### src/hw/ccip_check_pkg.sv
// CCI-P checker definitions
package ccip_check_pkg;

   // Field widths
   localparam int CL_ADDR_W  = 42;
   localparam int MDATA_W    = 16;
   localparam int VC_SEL_W   = 2;
   localparam int MMIO_TID_W = 4;

   // One tracker entry per MMIO TID
   localparam int MMIO_TIDS = 2 ** MMIO_TID_W;

   // Cycles an MMIO read may stay unanswered
   localparam int MMIO_RSP_TIMEOUT = 64;
   // Saturating timer must reach the timeout value
   localparam int MMIO_TIMER_W = $clog2(MMIO_RSP_TIMEOUT + 1);

   // One bit per rule, fence-in-burst takes the top bit
   localparam int SNIFF_VECTOR_W = 21;

   // Channel 0 opcodes, any other code is illegal
   typedef enum logic [3:0] {
      REQ_RDLINE_I = 4'h0,
      REQ_RDLINE_S = 4'h1
   } c0_req_e;

   // Channel 1 opcodes
   typedef enum logic [3:0] {
      REQ_WRLINE_I = 4'h0,
      REQ_WRLINE_M = 4'h1,
      REQ_WRPUSH_I = 4'h2,
      REQ_WRFENCE  = 4'h4
   } c1_req_e;

   // Burst length field
   typedef enum logic [1:0] {
      CL_LEN_1 = 2'b00,
      CL_LEN_2 = 2'b01,
      CL_LEN_3 = 2'b10,
      CL_LEN_4 = 2'b11
   } cl_len_e;

   // Next write beat expected, encoding equals beat number
   typedef enum logic [1:0] {
      EXP_FIRST  = 2'd0,
      EXP_SECOND = 2'd1,
      EXP_THIRD  = 2'd2,
      EXP_FOURTH = 2'd3
   } mcl_state_e;

   // Bit position of each violation in error_code
   typedef enum logic [4:0] {
      C0TX_INVALID_REQTYPE   = 5'd0,
      C0TX_OVERFLOW          = 5'd1,
      C0TX_3CL_REQUEST       = 5'd2,
      C0TX_ADDRALIGN_2       = 5'd3,
      C0TX_ADDRALIGN_4       = 5'd4,
      C0TX_ADDR_ZERO_WARN    = 5'd5,
      C1TX_INVALID_REQTYPE   = 5'd6,
      C1TX_OVERFLOW          = 5'd7,
      C1TX_3CL_REQUEST       = 5'd8,
      C1TX_ADDRALIGN_2       = 5'd9,
      C1TX_ADDRALIGN_4       = 5'd10,
      C1TX_ADDR_ZERO_WARN    = 5'd11,
      C1TX_SOP_NOT_SET       = 5'd12,
      C1TX_SOP_SET_MCL       = 5'd13,
      C1TX_UNEXP_ADDR        = 5'd14,
      C1TX_UNEXP_VCSEL       = 5'd15,
      C1TX_UNEXP_CLLEN       = 5'd16,
      C1TX_UNEXP_MDATA       = 5'd17,
      MMIO_RDRSP_TIMEOUT     = 5'd18,
      MMIO_RDRSP_UNSOLICITED = 5'd19,
      C1TX_WRFENCE_IN_MCL    = 5'd20
   } sniff_code_e;

   // Channel 0 read request
   typedef struct packed {
      logic                 valid;
      c0_req_e              req_type;
      cl_len_e              cl_len;
      logic [VC_SEL_W-1:0]  vc_sel;
      logic [CL_ADDR_W-1:0] address;
      logic [MDATA_W-1:0]   mdata;
   } c0_req_t;

   // Channel 1 write request
   typedef struct packed {
      logic                 valid;
      c1_req_e              req_type;
      cl_len_e              cl_len;
      logic [VC_SEL_W-1:0]  vc_sel;
      logic                 sop;
      logic [CL_ADDR_W-1:0] address;
      logic [MDATA_W-1:0]   mdata;
   } c1_req_t;

   // MMIO read request or response
   typedef struct packed {
      logic                  valid;
      logic [MMIO_TID_W-1:0] tid;
   } mmio_evt_t;

endpackage

### src/hw/c0_read_checker.sv
// Channel 0 read request rules
`timescale 1ns/10ps

module c0_read_checker (
   input  ccip_check_pkg::c0_req_t                  c0_tx,
   input  logic                                     c0_full,
   output logic [ccip_check_pkg::SNIFF_VECTOR_W-1:0] flags
);

   logic is_read;
   logic rd_valid;
   logic len_2;
   logic len_4;

   // Only the two read opcodes are legal here
   assign is_read = c0_tx.req_type inside {ccip_check_pkg::REQ_RDLINE_I,
                                           ccip_check_pkg::REQ_RDLINE_S};

   // Header rules apply to legal reads only
   assign rd_valid = c0_tx.valid && is_read;

   assign len_2 = (c0_tx.cl_len == ccip_check_pkg::CL_LEN_2);
   assign len_4 = (c0_tx.cl_len == ccip_check_pkg::CL_LEN_4);

   always_comb begin
      flags = '0;

      // Opcode outside the read set
      flags[ccip_check_pkg::C0TX_INVALID_REQTYPE] = c0_tx.valid && !is_read;

      // Request pushed into a full channel
      flags[ccip_check_pkg::C0TX_OVERFLOW] = c0_tx.valid && c0_full;

      // 3-line reads do not exist
      flags[ccip_check_pkg::C0TX_3CL_REQUEST] =
         rd_valid && (c0_tx.cl_len == ccip_check_pkg::CL_LEN_3);

      // 2-line burst needs an even line address
      flags[ccip_check_pkg::C0TX_ADDRALIGN_2] = rd_valid && len_2 && c0_tx.address[0];

      // 4-line burst needs both low bits clear
      flags[ccip_check_pkg::C0TX_ADDRALIGN_4] =
         rd_valid && len_4 && (c0_tx.address[1:0] != 2'b00);

      // Line zero is almost always a bad pointer
      flags[ccip_check_pkg::C0TX_ADDR_ZERO_WARN] = rd_valid && (c0_tx.address == '0);
   end

endmodule

### src/hw/c1_write_checker.sv
// Channel 1 write request rules and burst tracker
`timescale 1ns/10ps

module c1_write_checker (
   input  logic                                     clk,
   input  logic                                     ase_reset,
   input  logic                                     soft_reset,
   input  ccip_check_pkg::c1_req_t                  c1_tx,
   input  logic                                     c1_full,
   output logic [ccip_check_pkg::SNIFF_VECTOR_W-1:0] flags
);

   ccip_check_pkg::mcl_state_e state;
   ccip_check_pkg::mcl_state_e state_next;

   // First-beat header, held for the rest of the burst
   logic [1:0]                             base_addr_low2;
   logic [ccip_check_pkg::VC_SEL_W-1:0]    base_vc;
   ccip_check_pkg::cl_len_e                base_len;
   logic [ccip_check_pkg::MDATA_W-1:0]     base_mdata;

   logic       is_write;
   logic       is_fence;
   logic       multi_line;
   logic       last_beat;
   logic [1:0] beat_num;
   logic [1:0] exp_addr_low2;

   assign is_write = c1_tx.valid && (c1_tx.req_type inside {ccip_check_pkg::REQ_WRLINE_I,
                                                            ccip_check_pkg::REQ_WRLINE_M,
                                                            ccip_check_pkg::REQ_WRPUSH_I});
   assign is_fence = c1_tx.valid && (c1_tx.req_type == ccip_check_pkg::REQ_WRFENCE);

   // Only 2 and 4 line writes open a burst
   assign multi_line = (c1_tx.cl_len == ccip_check_pkg::CL_LEN_2) ||
                       (c1_tx.cl_len == ccip_check_pkg::CL_LEN_4);

   // State encoding doubles as beat count from zero
   assign beat_num      = state;
   assign exp_addr_low2 = base_addr_low2 + beat_num;

   // Burst ends on beat 2 of a 2-line or beat 4 of a 4-line write
   assign last_beat = (state == ccip_check_pkg::EXP_FOURTH) ||
                      ((state == ccip_check_pkg::EXP_SECOND) &&
                       (base_len == ccip_check_pkg::CL_LEN_2));

   always_comb begin
      flags      = '0;
      state_next = state;

      // Rules that hold in every state
      flags[ccip_check_pkg::C1TX_INVALID_REQTYPE] = c1_tx.valid && !is_write && !is_fence;
      flags[ccip_check_pkg::C1TX_OVERFLOW]        = c1_tx.valid && c1_full;

      if (state == ccip_check_pkg::EXP_FIRST) begin
         // Header checks on a fresh write
         flags[ccip_check_pkg::C1TX_SOP_NOT_SET] = is_write && !c1_tx.sop;
         flags[ccip_check_pkg::C1TX_3CL_REQUEST] =
            is_write && (c1_tx.cl_len == ccip_check_pkg::CL_LEN_3);
         flags[ccip_check_pkg::C1TX_ADDRALIGN_2] = is_write && c1_tx.address[0] &&
            (c1_tx.cl_len == ccip_check_pkg::CL_LEN_2);
         flags[ccip_check_pkg::C1TX_ADDRALIGN_4] = is_write &&
            (c1_tx.cl_len == ccip_check_pkg::CL_LEN_4) && (c1_tx.address[1:0] != 2'b00);
         flags[ccip_check_pkg::C1TX_ADDR_ZERO_WARN] = is_write && (c1_tx.address == '0);

         // Fence or single line stays here
         if (is_write && multi_line) begin
            state_next = ccip_check_pkg::EXP_SECOND;
         end
      end else begin
         // Fence inside a burst, burst position is kept
         flags[ccip_check_pkg::C1TX_WRFENCE_IN_MCL] = is_fence;

         // Later beats must match the first one
         flags[ccip_check_pkg::C1TX_SOP_SET_MCL] = is_write && c1_tx.sop;
         flags[ccip_check_pkg::C1TX_UNEXP_ADDR]  =
            is_write && (c1_tx.address[1:0] != exp_addr_low2);
         flags[ccip_check_pkg::C1TX_UNEXP_VCSEL] = is_write && (c1_tx.vc_sel != base_vc);
         flags[ccip_check_pkg::C1TX_UNEXP_CLLEN] = is_write && (c1_tx.cl_len != base_len);
         flags[ccip_check_pkg::C1TX_UNEXP_MDATA] = is_write && (c1_tx.mdata != base_mdata);

         if (is_write) begin
            if (last_beat) begin
               state_next = ccip_check_pkg::EXP_FIRST;
            end else begin
               state_next = ccip_check_pkg::mcl_state_e'(state + 2'd1);
            end
         end
      end
   end

   // Burst position
   always_ff @(posedge clk) begin
      if (ase_reset || soft_reset) begin
         state <= ccip_check_pkg::EXP_FIRST;
      end else begin
         state <= state_next;
      end
   end

   // Capture reference header on each first beat
   always_ff @(posedge clk) begin
      if ((state == ccip_check_pkg::EXP_FIRST) && is_write) begin
         base_addr_low2 <= c1_tx.address[1:0];
         base_vc        <= c1_tx.vc_sel;
         base_len       <= c1_tx.cl_len;
         base_mdata     <= c1_tx.mdata;
      end
   end

endmodule

### src/hw/ccip_sniffer.sv
// CCI-P protocol checker top
`timescale 1ns/10ps

module ccip_sniffer (
   input  logic                                     clk,
   input  logic                                     ase_reset,
   input  logic                                     soft_reset,
   input  ccip_check_pkg::c0_req_t                  c0_tx,
   input  ccip_check_pkg::c1_req_t                  c1_tx,
   input  logic                                     c0_full,
   input  logic                                     c1_full,
   input  ccip_check_pkg::mmio_evt_t                mmio_req,
   input  ccip_check_pkg::mmio_evt_t                mmio_rsp,
   output logic [ccip_check_pkg::SNIFF_VECTOR_W-1:0] error_code
);

   // Each checker sets only its own bits
   logic [ccip_check_pkg::SNIFF_VECTOR_W-1:0] c0_flags;
   logic [ccip_check_pkg::SNIFF_VECTOR_W-1:0] c1_flags;
   logic [ccip_check_pkg::SNIFF_VECTOR_W-1:0] mmio_flags;

   // Read request rules
   c0_read_checker u_c0_read_checker (
      .c0_tx   (c0_tx),
      .c0_full (c0_full),
      .flags   (c0_flags)
   );

   // Write request rules and burst tracking
   c1_write_checker u_c1_write_checker (
      .clk        (clk),
      .ase_reset  (ase_reset),
      .soft_reset (soft_reset),
      .c1_tx      (c1_tx),
      .c1_full    (c1_full),
      .flags      (c1_flags)
   );

   // MMIO read response tracking
   mmio_rsp_tracker u_mmio_rsp_tracker (
      .clk        (clk),
      .ase_reset  (ase_reset),
      .soft_reset (soft_reset),
      .mmio_req   (mmio_req),
      .mmio_rsp   (mmio_rsp),
      .flags      (mmio_flags)
   );

   // One cycle after the violation, either reset clears
   always_ff @(posedge clk) begin
      if (ase_reset || soft_reset) begin
         error_code <= '0;
      end else begin
         error_code <= c0_flags | c1_flags | mmio_flags;
      end
   end

endmodule

### src/hw/mmio_rsp_tracker.sv
// Outstanding MMIO read tracker
`timescale 1ns/10ps

module mmio_rsp_tracker (
   input  logic                                     clk,
   input  logic                                     ase_reset,
   input  logic                                     soft_reset,
   input  ccip_check_pkg::mmio_evt_t                mmio_req,
   input  ccip_check_pkg::mmio_evt_t                mmio_rsp,
   output logic [ccip_check_pkg::SNIFF_VECTOR_W-1:0] flags
);

   // One slot per TID
   logic [ccip_check_pkg::MMIO_TIDS-1:0]    active;
   logic [ccip_check_pkg::MMIO_TIMER_W-1:0] timer [ccip_check_pkg::MMIO_TIDS];
   logic [ccip_check_pkg::MMIO_TIDS-1:0]    timed_out;

   for (genvar i = 0; i < ccip_check_pkg::MMIO_TIDS; i++) begin : g_entry
      logic req_hit;
      logic rsp_hit;
      logic at_limit;

      assign req_hit = mmio_req.valid && (mmio_req.tid == ccip_check_pkg::MMIO_TID_W'(i));
      assign rsp_hit = mmio_rsp.valid && (mmio_rsp.tid == ccip_check_pkg::MMIO_TID_W'(i));

      assign at_limit = (timer[i] ==
                         ccip_check_pkg::MMIO_TIMER_W'(ccip_check_pkg::MMIO_RSP_TIMEOUT));

      // Waiting too long for an answer
      assign timed_out[i] = active[i] && at_limit;

      // New request wins over a response in the same cycle
      always_ff @(posedge clk) begin
         if (ase_reset || soft_reset) begin
            active[i] <= 1'b0;
         end else if (req_hit) begin
            active[i] <= 1'b1;
         end else if (rsp_hit) begin
            active[i] <= 1'b0;
         end
      end

      // Counts cycles since the request, saturates at the limit
      always_ff @(posedge clk) begin
         if (req_hit) begin
            timer[i] <= '0;
         end else if (active[i] && !at_limit) begin
            timer[i] <= timer[i] + 1'b1;
         end
      end
   end

   always_comb begin
      flags = '0;

      // Response with nothing outstanding on that TID
      flags[ccip_check_pkg::MMIO_RDRSP_UNSOLICITED] = mmio_rsp.valid && !active[mmio_rsp.tid];

      // Any slot past its deadline
      flags[ccip_check_pkg::MMIO_RDRSP_TIMEOUT] = |timed_out;
   end

endmodule

### config.mk
export PLATFORM = sky130hd
export DESIGN_NAME = ccip_sniffer
export DESIGN_NICKNAME = d
export VERILOG_FILES = /design/src/hw/ccip_check_pkg.sv /design/src/hw/c0_read_checker.sv /design/src/hw/c1_write_checker.sv /design/src/hw/ccip_sniffer.sv /design/src/hw/mmio_rsp_tracker.sv
export SDC_FILE = /design/constraint.sdc
export NUM_CORES = 1
export LEC_CHECK = 0
export ABC_AREA = 1
export BUFFER_PORTS_ARGS = -buffer_cell sky130_fd_sc_hd__buf_2
export CAP_MARGIN = 30
export CORE_ASPECT_RATIO = 0.7
export CORE_MARGIN = 2
export CORE_UTILIZATION = 60
export DETAILED_ROUTE_END_ITERATION = 8
export PLACE_DENSITY_LB_ADDON = 0.2
export SLEW_MARGIN = 20
export SYNTH_ARGS = -nofsm -noshare
export SYNTH_HDL_FRONTEND = slang
export SYNTH_HIERARCHICAL = 1
export SYNTH_SLANG_ARGS = --single-unit
### constraint.sdc
create_clock -name clk -period 2.9 [get_ports clk]
set_clock_uncertainty 0.1 [all_clocks]
set_input_delay 0.435 -clock clk [delete_from_list [all_inputs] [get_ports clk]]
set_output_delay 0.435 -clock clk [all_outputs]
set_load 0.01 [all_outputs]
## After elaboration in Yosys (flattened, before gate mapping)

Memories as Yosys holds them, arrays and structs flattened.
Cells that the tools add are included.

- Multiplexer cells: 137
- $add $sub $neg: 18
- Reduce and logical (&&, ||, !) cells: 148
- Equality and inequality tests: 64
- Bitwise gates (word level): 18
- Order comparisons: 1

Operators by type and width:

| kind | number |
|---|---|
| $mux 1 | 114 |
| $add 7x1->7 const B | 16 |
| $eq 7x7->1 const B | 16 |
| $mux 7 | 16 |
| $logic_and 1x1->1 | 94 |
| $logic_not 42->1 | 2 |
| $eq 4x4->1 const B | 16 |
| $reduce_bool 2->1 | 20 |
| $eq 4x3->1 const B | 9 |
| $logic_not 1->1 | 21 |
| $or 21x20->21 | 1 |
| $or 6x21->21 | 1 |
| $eq 4x2->1 const B | 5 |
| $eq 4x1->1 const B | 4 |
| $logic_not 4->1 | 4 |
| $ne 16x16->1 | 1 |
| $or 1x1->1 | 16 |
| $reduce_or 16->1 | 1 |
| $eq 2x2->1 const B | 5 |
| $mux 5 | 2 |
| $eq 2x1->1 const B | 4 |
| $mux 2 | 4 |
| $ne 2x2->1 | 3 |
| $lt 4x5->1 const B | 1 |
| other kinds (8) | 10 |

- Memories: 1
- Bits of input ports: 150
- Logic and storage cells: 409
- RAM bits: 112
- Bits in registers: 61

Memory list:

| memory | words | width | rd ports | clocked after Yosys merged registers in | wr ports | RTL line | source |
|---|---|---|---|---|---|---|---|
| u_mmio_rsp_tracker.timer | 16 | 7 | 16 | 0 | 16 | mmio_rsp_tracker.sv:15 | `logic [ccip_check_pkg::MMIO_TIMER_W-1:0] timer [ccip_check_pkg::MMIO_TIDS];` |

## Depth between registers and ports, before layout

- Depth after elaboration: 8
- Mapped depth: 12

## By module

Netlist, hierarchy kept.

Modules (own cells, without submodules):

| module | cells an instance | area an instance (sq um) | times used |
|---|---|---|---|
| mmio_rsp_tracker | 847 | 7323.3 | 1 |
| c1_write_checker | 177 | 1524.0 | 1 |
| ccip_sniffer | 89 | 794.5 | 1 |
| c0_read_checker | 91 | 421.7 | 1 |

## Worst setup path before layout

OpenSTA, ideal clock, no wires.

- Kind: register -> register
- From: reg u_c1_write_checker.state[0], in the netlist u_c1_write_checker/beat_num[0]
- To: reg error_code[10] (netlist name)
- Setup slack: 1.157 ns
- Clock period less this slack: 1.743 ns
- Library setup time: 0.066 ns
- Path buffers: 0
- Data required time: 2.734 ns
- Stages on the path, launching flop included: 9
- Arrival: 1.577 ns
- Path through: dfxtp_1 inv_1 ha_1 inv_2 nor2_4 nand2_2 nor3_2 inv_1 a21oi_2

- Longest elaborated chain between the ends: 4

RTL lines:

| element | RTL line | source |
|---|---|---|
| start, declared | c1_write_checker.sv:13 | `ccip_check_pkg::mcl_state_e state;` |
| start signal, assigned | c1_write_checker.sv:95 | `state <= ccip_check_pkg::EXP_FIRST;` |
| start signal, assigned | c1_write_checker.sv:97 | `state <= state_next;` |
| $logic_not 2->1 | c1_write_checker.sv:55 | `if (state == ccip_check_pkg::EXP_FIRST) begin` |
| $mux 5 | c1_write_checker.sv:55 |  |
| named net c1_flags, one bit | ccip_sniffer.sv:19 | `logic [ccip_check_pkg::SNIFF_VECTOR_W-1:0] c1_flags;` |
| $or 6x21->21 | ccip_sniffer.sv:54 | `error_code <= c0_flags \| c1_flags \| mmio_flags;` |
| $or 21x20->21 | ccip_sniffer.sv:54 |  |
| end signal, assigned | ccip_sniffer.sv:54 |  |
| end, declared | ccip_sniffer.sv:14 | `output logic [ccip_check_pkg::SNIFF_VECTOR_W-1:0] error_code` |

The timed path passes the listed nets, and every way through them passes these cells.
A chain may end at the register's enable or synchronous reset.

## Final worst setup path

- From: reg u_c1_write_checker.state[0], in the netlist u_c1_write_checker/beat_num[0]
- To: reg u_c1_write_checker/base_mdata[8] (netlist name), enable pin

- Longest elaborated chain between the ends: 2

RTL lines:

| element | RTL line | source |
|---|---|---|
| $logic_not 2->1 | c1_write_checker.sv:103 | `if ((state == ccip_check_pkg::EXP_FIRST) && is_write) begin` |
| $logic_and 1x1->1 | c1_write_checker.sv:103 |  |
| end signal, assigned | c1_write_checker.sv:107 | `base_mdata <= c1_tx.mdata;` |
| end, declared | c1_write_checker.sv:20 | `logic [ccip_check_pkg::MDATA_W-1:0] base_mdata;` |

Every way passes these cells.

==> results.tsv <==
stage	metric	value	unit
run_status	status	completed	
yosys	synth_common_cells	nor2_1 (262), nand2_1 (213), inv_1 (185)	
clock_network	clockRootBuffer	clkbuf_16	
timing	fin_crit	2.021	ns
clock_network	post-cts-setup-buffers	0	
worst_setup_path	rr_startpoint	u_c1_write_checker/beat_num[0]	
clock_network	cts_tree	built	
timing	fin_tns_setup	0	ns
yosys	yosysSeqAreaShare	47.74	%
power	combPwrFrac	6.5	%
worst_hold_path	hp-start	c1_tx[60]	
yosys	yosysMostFrequentCell	nor2_1	
finish	antenna_cells	0	
power	intPower	4.302	mW
worst_setup_path	rr_endpoint	u_c1_write_checker/base_mdata[8]	
worst_setup_path	worstSetupPathType	flip-flop to flip-flop	
place	globalplace.congestion	0.8672	
finish	drive_gt1_share	17.91	%
place	dp_slack	0.9269	ns
yosys	yosysWarnings	6	
global_route	gr-usage-met1	30.29	%
power	seqPwrFrac	49.6	%
floorplan	fp.dieW	158.8	um
timing	tightestPinTransition	0.6782	ns
clock_network	cts_sinks	173	
timing	grt_setup_unrepaired	false	
power	total_power	5.507	mW
worst_setup_path	r2r_slack	0.88	ns
timing	hold_slack	0.1053	ns
global_route	grt_util_met3	4.361	%
power	pwr-share-clk	43.9	%
timing	max_freq	494.8	MHz
power	p_leak	5.172	nW
global_route	grt_max_degree	22	
clock_network	cts_resized	0	
finish	final.fill_count	1243	
worst_setup_path	slowest_delay	0.45	ns
power	switching_power	1.205	mW
yosys	synthCells	1204	
floorplan	die_area	0.01784	mm2
clock_network	postCtsHoldBufs	0	
global_route	use_met2	36.48	%
floorplan	start_util	61.56	%
place	dp_hpwl	14.29	mm
finish	fin_area	0.01153	mm2
finish	syn_to_final_growth	14.61	%
global_route	grt_antenna_before_repair	0	
power	p_sw_share	21.87	%
yosys	syn_avg_cell_area	8.358	um2
global_route	grt_busiest_layer	met2	
timing	finalSetupViolCount	0	
yosys	synth_top_area_cell	edfxtp_1	
timing	drv_slew	0	
floorplan	die_h	112.4	um
worst_setup_path	slowest_stage	nor2_4	
timing	hold_viol	0	
power	power_density	477.4	mW/mm2
yosys	synth_area_leaders	edfxtp_1 (40%), nor2_1 (9.8%), nand2_1 (7.9%)	
route	dr.pass1.iters	6	
timing	maxSlewHeadroom	54.63	%
route	vias	7815	
clock_network	worstSkewPairLatency	0.43	ns
yosys	synth.cell_area	0.01006	mm2
clock_network	cts_buffers	17	
route	avgRoutedWirePerCell	12.00	um
timing	setup_slack	0.8791	ns
global_route	grt_remaining_overflow	0	
worst_setup_path	path_buf_inv	3	
place	placed_area	0.01090	mm2
worst_setup_path	crit_chain	inv_1, ha_1, inv_2, nor2_4, buf_4	
clock_network	cts.clk_slew.worst_paths	0.06	ns
yosys	ys_ff_latch	173	
worst_setup_path	r2r_cells	5	
worst_hold_path	min_path_type	primary input to flip-flop	
worst_setup_path	end_kind	flip-flop	
floorplan	io_pins	171	
run	maxCapViolCount	0	
worst_setup_path	cp_top_family	buffers and inverters	
power	ir_worst_vdd	0.0004557	V
worst_setup_path	worstPathRequired	2.93	ns
yosys	synthArstFlopShare	0	%
yosys	ys.flop_type	edfxtp_1	
yosys	synth.top_cell.area_share	39.99	%
route	drc_errors	0	
global_route	grt_pass1_wl	32.73	mm
place	numPortBuffers	151	
floorplan	fp-row-count	39	
worst_hold_path	hold_path_depth	1	
route	wirelength	19.25	mm
yosys	synth_edf_count	134	
clock_network	max-clock-path-buffers	2	
yosys	ys_types	40	
route	ant_nets	0	
route	first_iter_violations	628	
timing	fin_crit_sh	69.68	%
worst_setup_path	cp_max_fo	18	
worst_setup_path	arrival	2.05	ns
floorplan	coreArea	0.01635	mm2
finish	fin_nets	1552	
worst_setup_path	worstSetupStartpointType	flip-flop	
worst_hold_path	whs_endpoint	u_c1_write_checker/base_vc[1]	
clock_network	htreeDepth	4	
route	vias_per_cell	4.872	
global_route	grt_pass1_vias	7403	
global_route	grtUsageTotal	22.33	%
## stage by stage
step	util (%)	cells
CTS	70.55	1604
finish	70.55	1604
floorplan	-	1243
detailed placement	66.65	1572
global route	70.55	1604
global placement	66.65	1572
## placed cells by master (no fill, tap or decap), types with 9 or more instances in the layout
cell type / instances
nand3_2: 14
xor2_1: 31
dfxtp_1: 39
nand3_1: 44
ha_1: 36
edfxtp_1: 134
nand2_1: 213
clkbuf_16: 19
a21oi_2: 20
a21oi_1: 32
conb_1: 42
nand3b_1: 9
inv_1: 185
nor3_1: 30
nor3b_1: 9
buf_2: 151
xnor2_1: 32
nor2_1: 262
## power groups by stage
stage               sequential [mW]  clock (mW)  combinational (mW)
floorplan                      2.79           0               0.234
global placement               2.78           0               0.346
detailed placement             2.78           0               0.355
CTS                            2.73        2.45               0.358
global route                   2.73        2.56               0.408
finish                         2.73        2.42               0.358
## worst max path at each step
stage,from,endpoint,cells after the start
after floorplan,u_c1_write_checker/beat_num[0],error_code[10],8
after global placement,u_c1_write_checker/beat_num[0],u_c1_write_checker/base_mdata[1],5
after detailed placement,u_c1_write_checker/beat_num[0],u_c1_write_checker/base_mdata[8],5
after CTS,u_c1_write_checker/beat_num[0],u_c1_write_checker/base_mdata[8],5
after global routing,u_c1_write_checker/beat_num[0],u_c1_write_checker/base_mdata[8],5
final,u_c1_write_checker/beat_num[0],u_c1_write_checker/base_mdata[8],5
## per-layer routing
metal | routed length [um] | vias to the layer above
li1 | - | 4056
met1 | 9276 | 3514
met2 | 8593 | 228
met3 | 1155 | 17
met4 | 225 | 0
met5 | 0 | -
## registers in the layout (all words and copies together), names as in the netlist
register and count:
u_mmio_rsp_tracker/active 16, u_c1_write_checker/base_len 2, u_c1_write_checker/base_addr_low2 2, u_c1_write_checker/base_mdata 16, u_mmio_rsp_tracker/timer 112, u_c1_write_checker/beat_num 2
error_code 21, u_c1_write_checker/base_vc 2
## cell families (layout without fill, tap and decap cells)
| group | Yosys count | after routing | synth area share (%) |
|---|---|---|---|
| and+or+nand+nor | 618 | 618 | 27.10 |
| buffers and inverters | 240 | 376 | 10.73 |
| DFF | 173 | 173 | 47.74 |
| AOI/OAI and AO/OA | 71 | 71 | 4.352 |
| xor gates and xnor gates | 63 | 63 | 5.483 |
| adders and majority gates | 36 | 36 | 4.476 |
| other | 3 | 42 | 0.1119 |
## area by class of cell
| cell class | count | area [um2] | share of cell area, % |
|---|---|---|---|
| clock buffers | 22 | 516.7 | 4.480 |
| clock inverters | 10 | 121.4 | 1.052 |
| inverters | 192 | 720.7 | 6.249 |
| multi-input cells | 830 | 4325 | 37.50 |
| flip-flops and latches | 173 | 4805 | 41.66 |
| well taps | 225 | 281.5 | 2.441 |
| repair buffers | 152 | 763.2 | 6.617 |
Note: power is estimated with default switching activity, not from simulation.
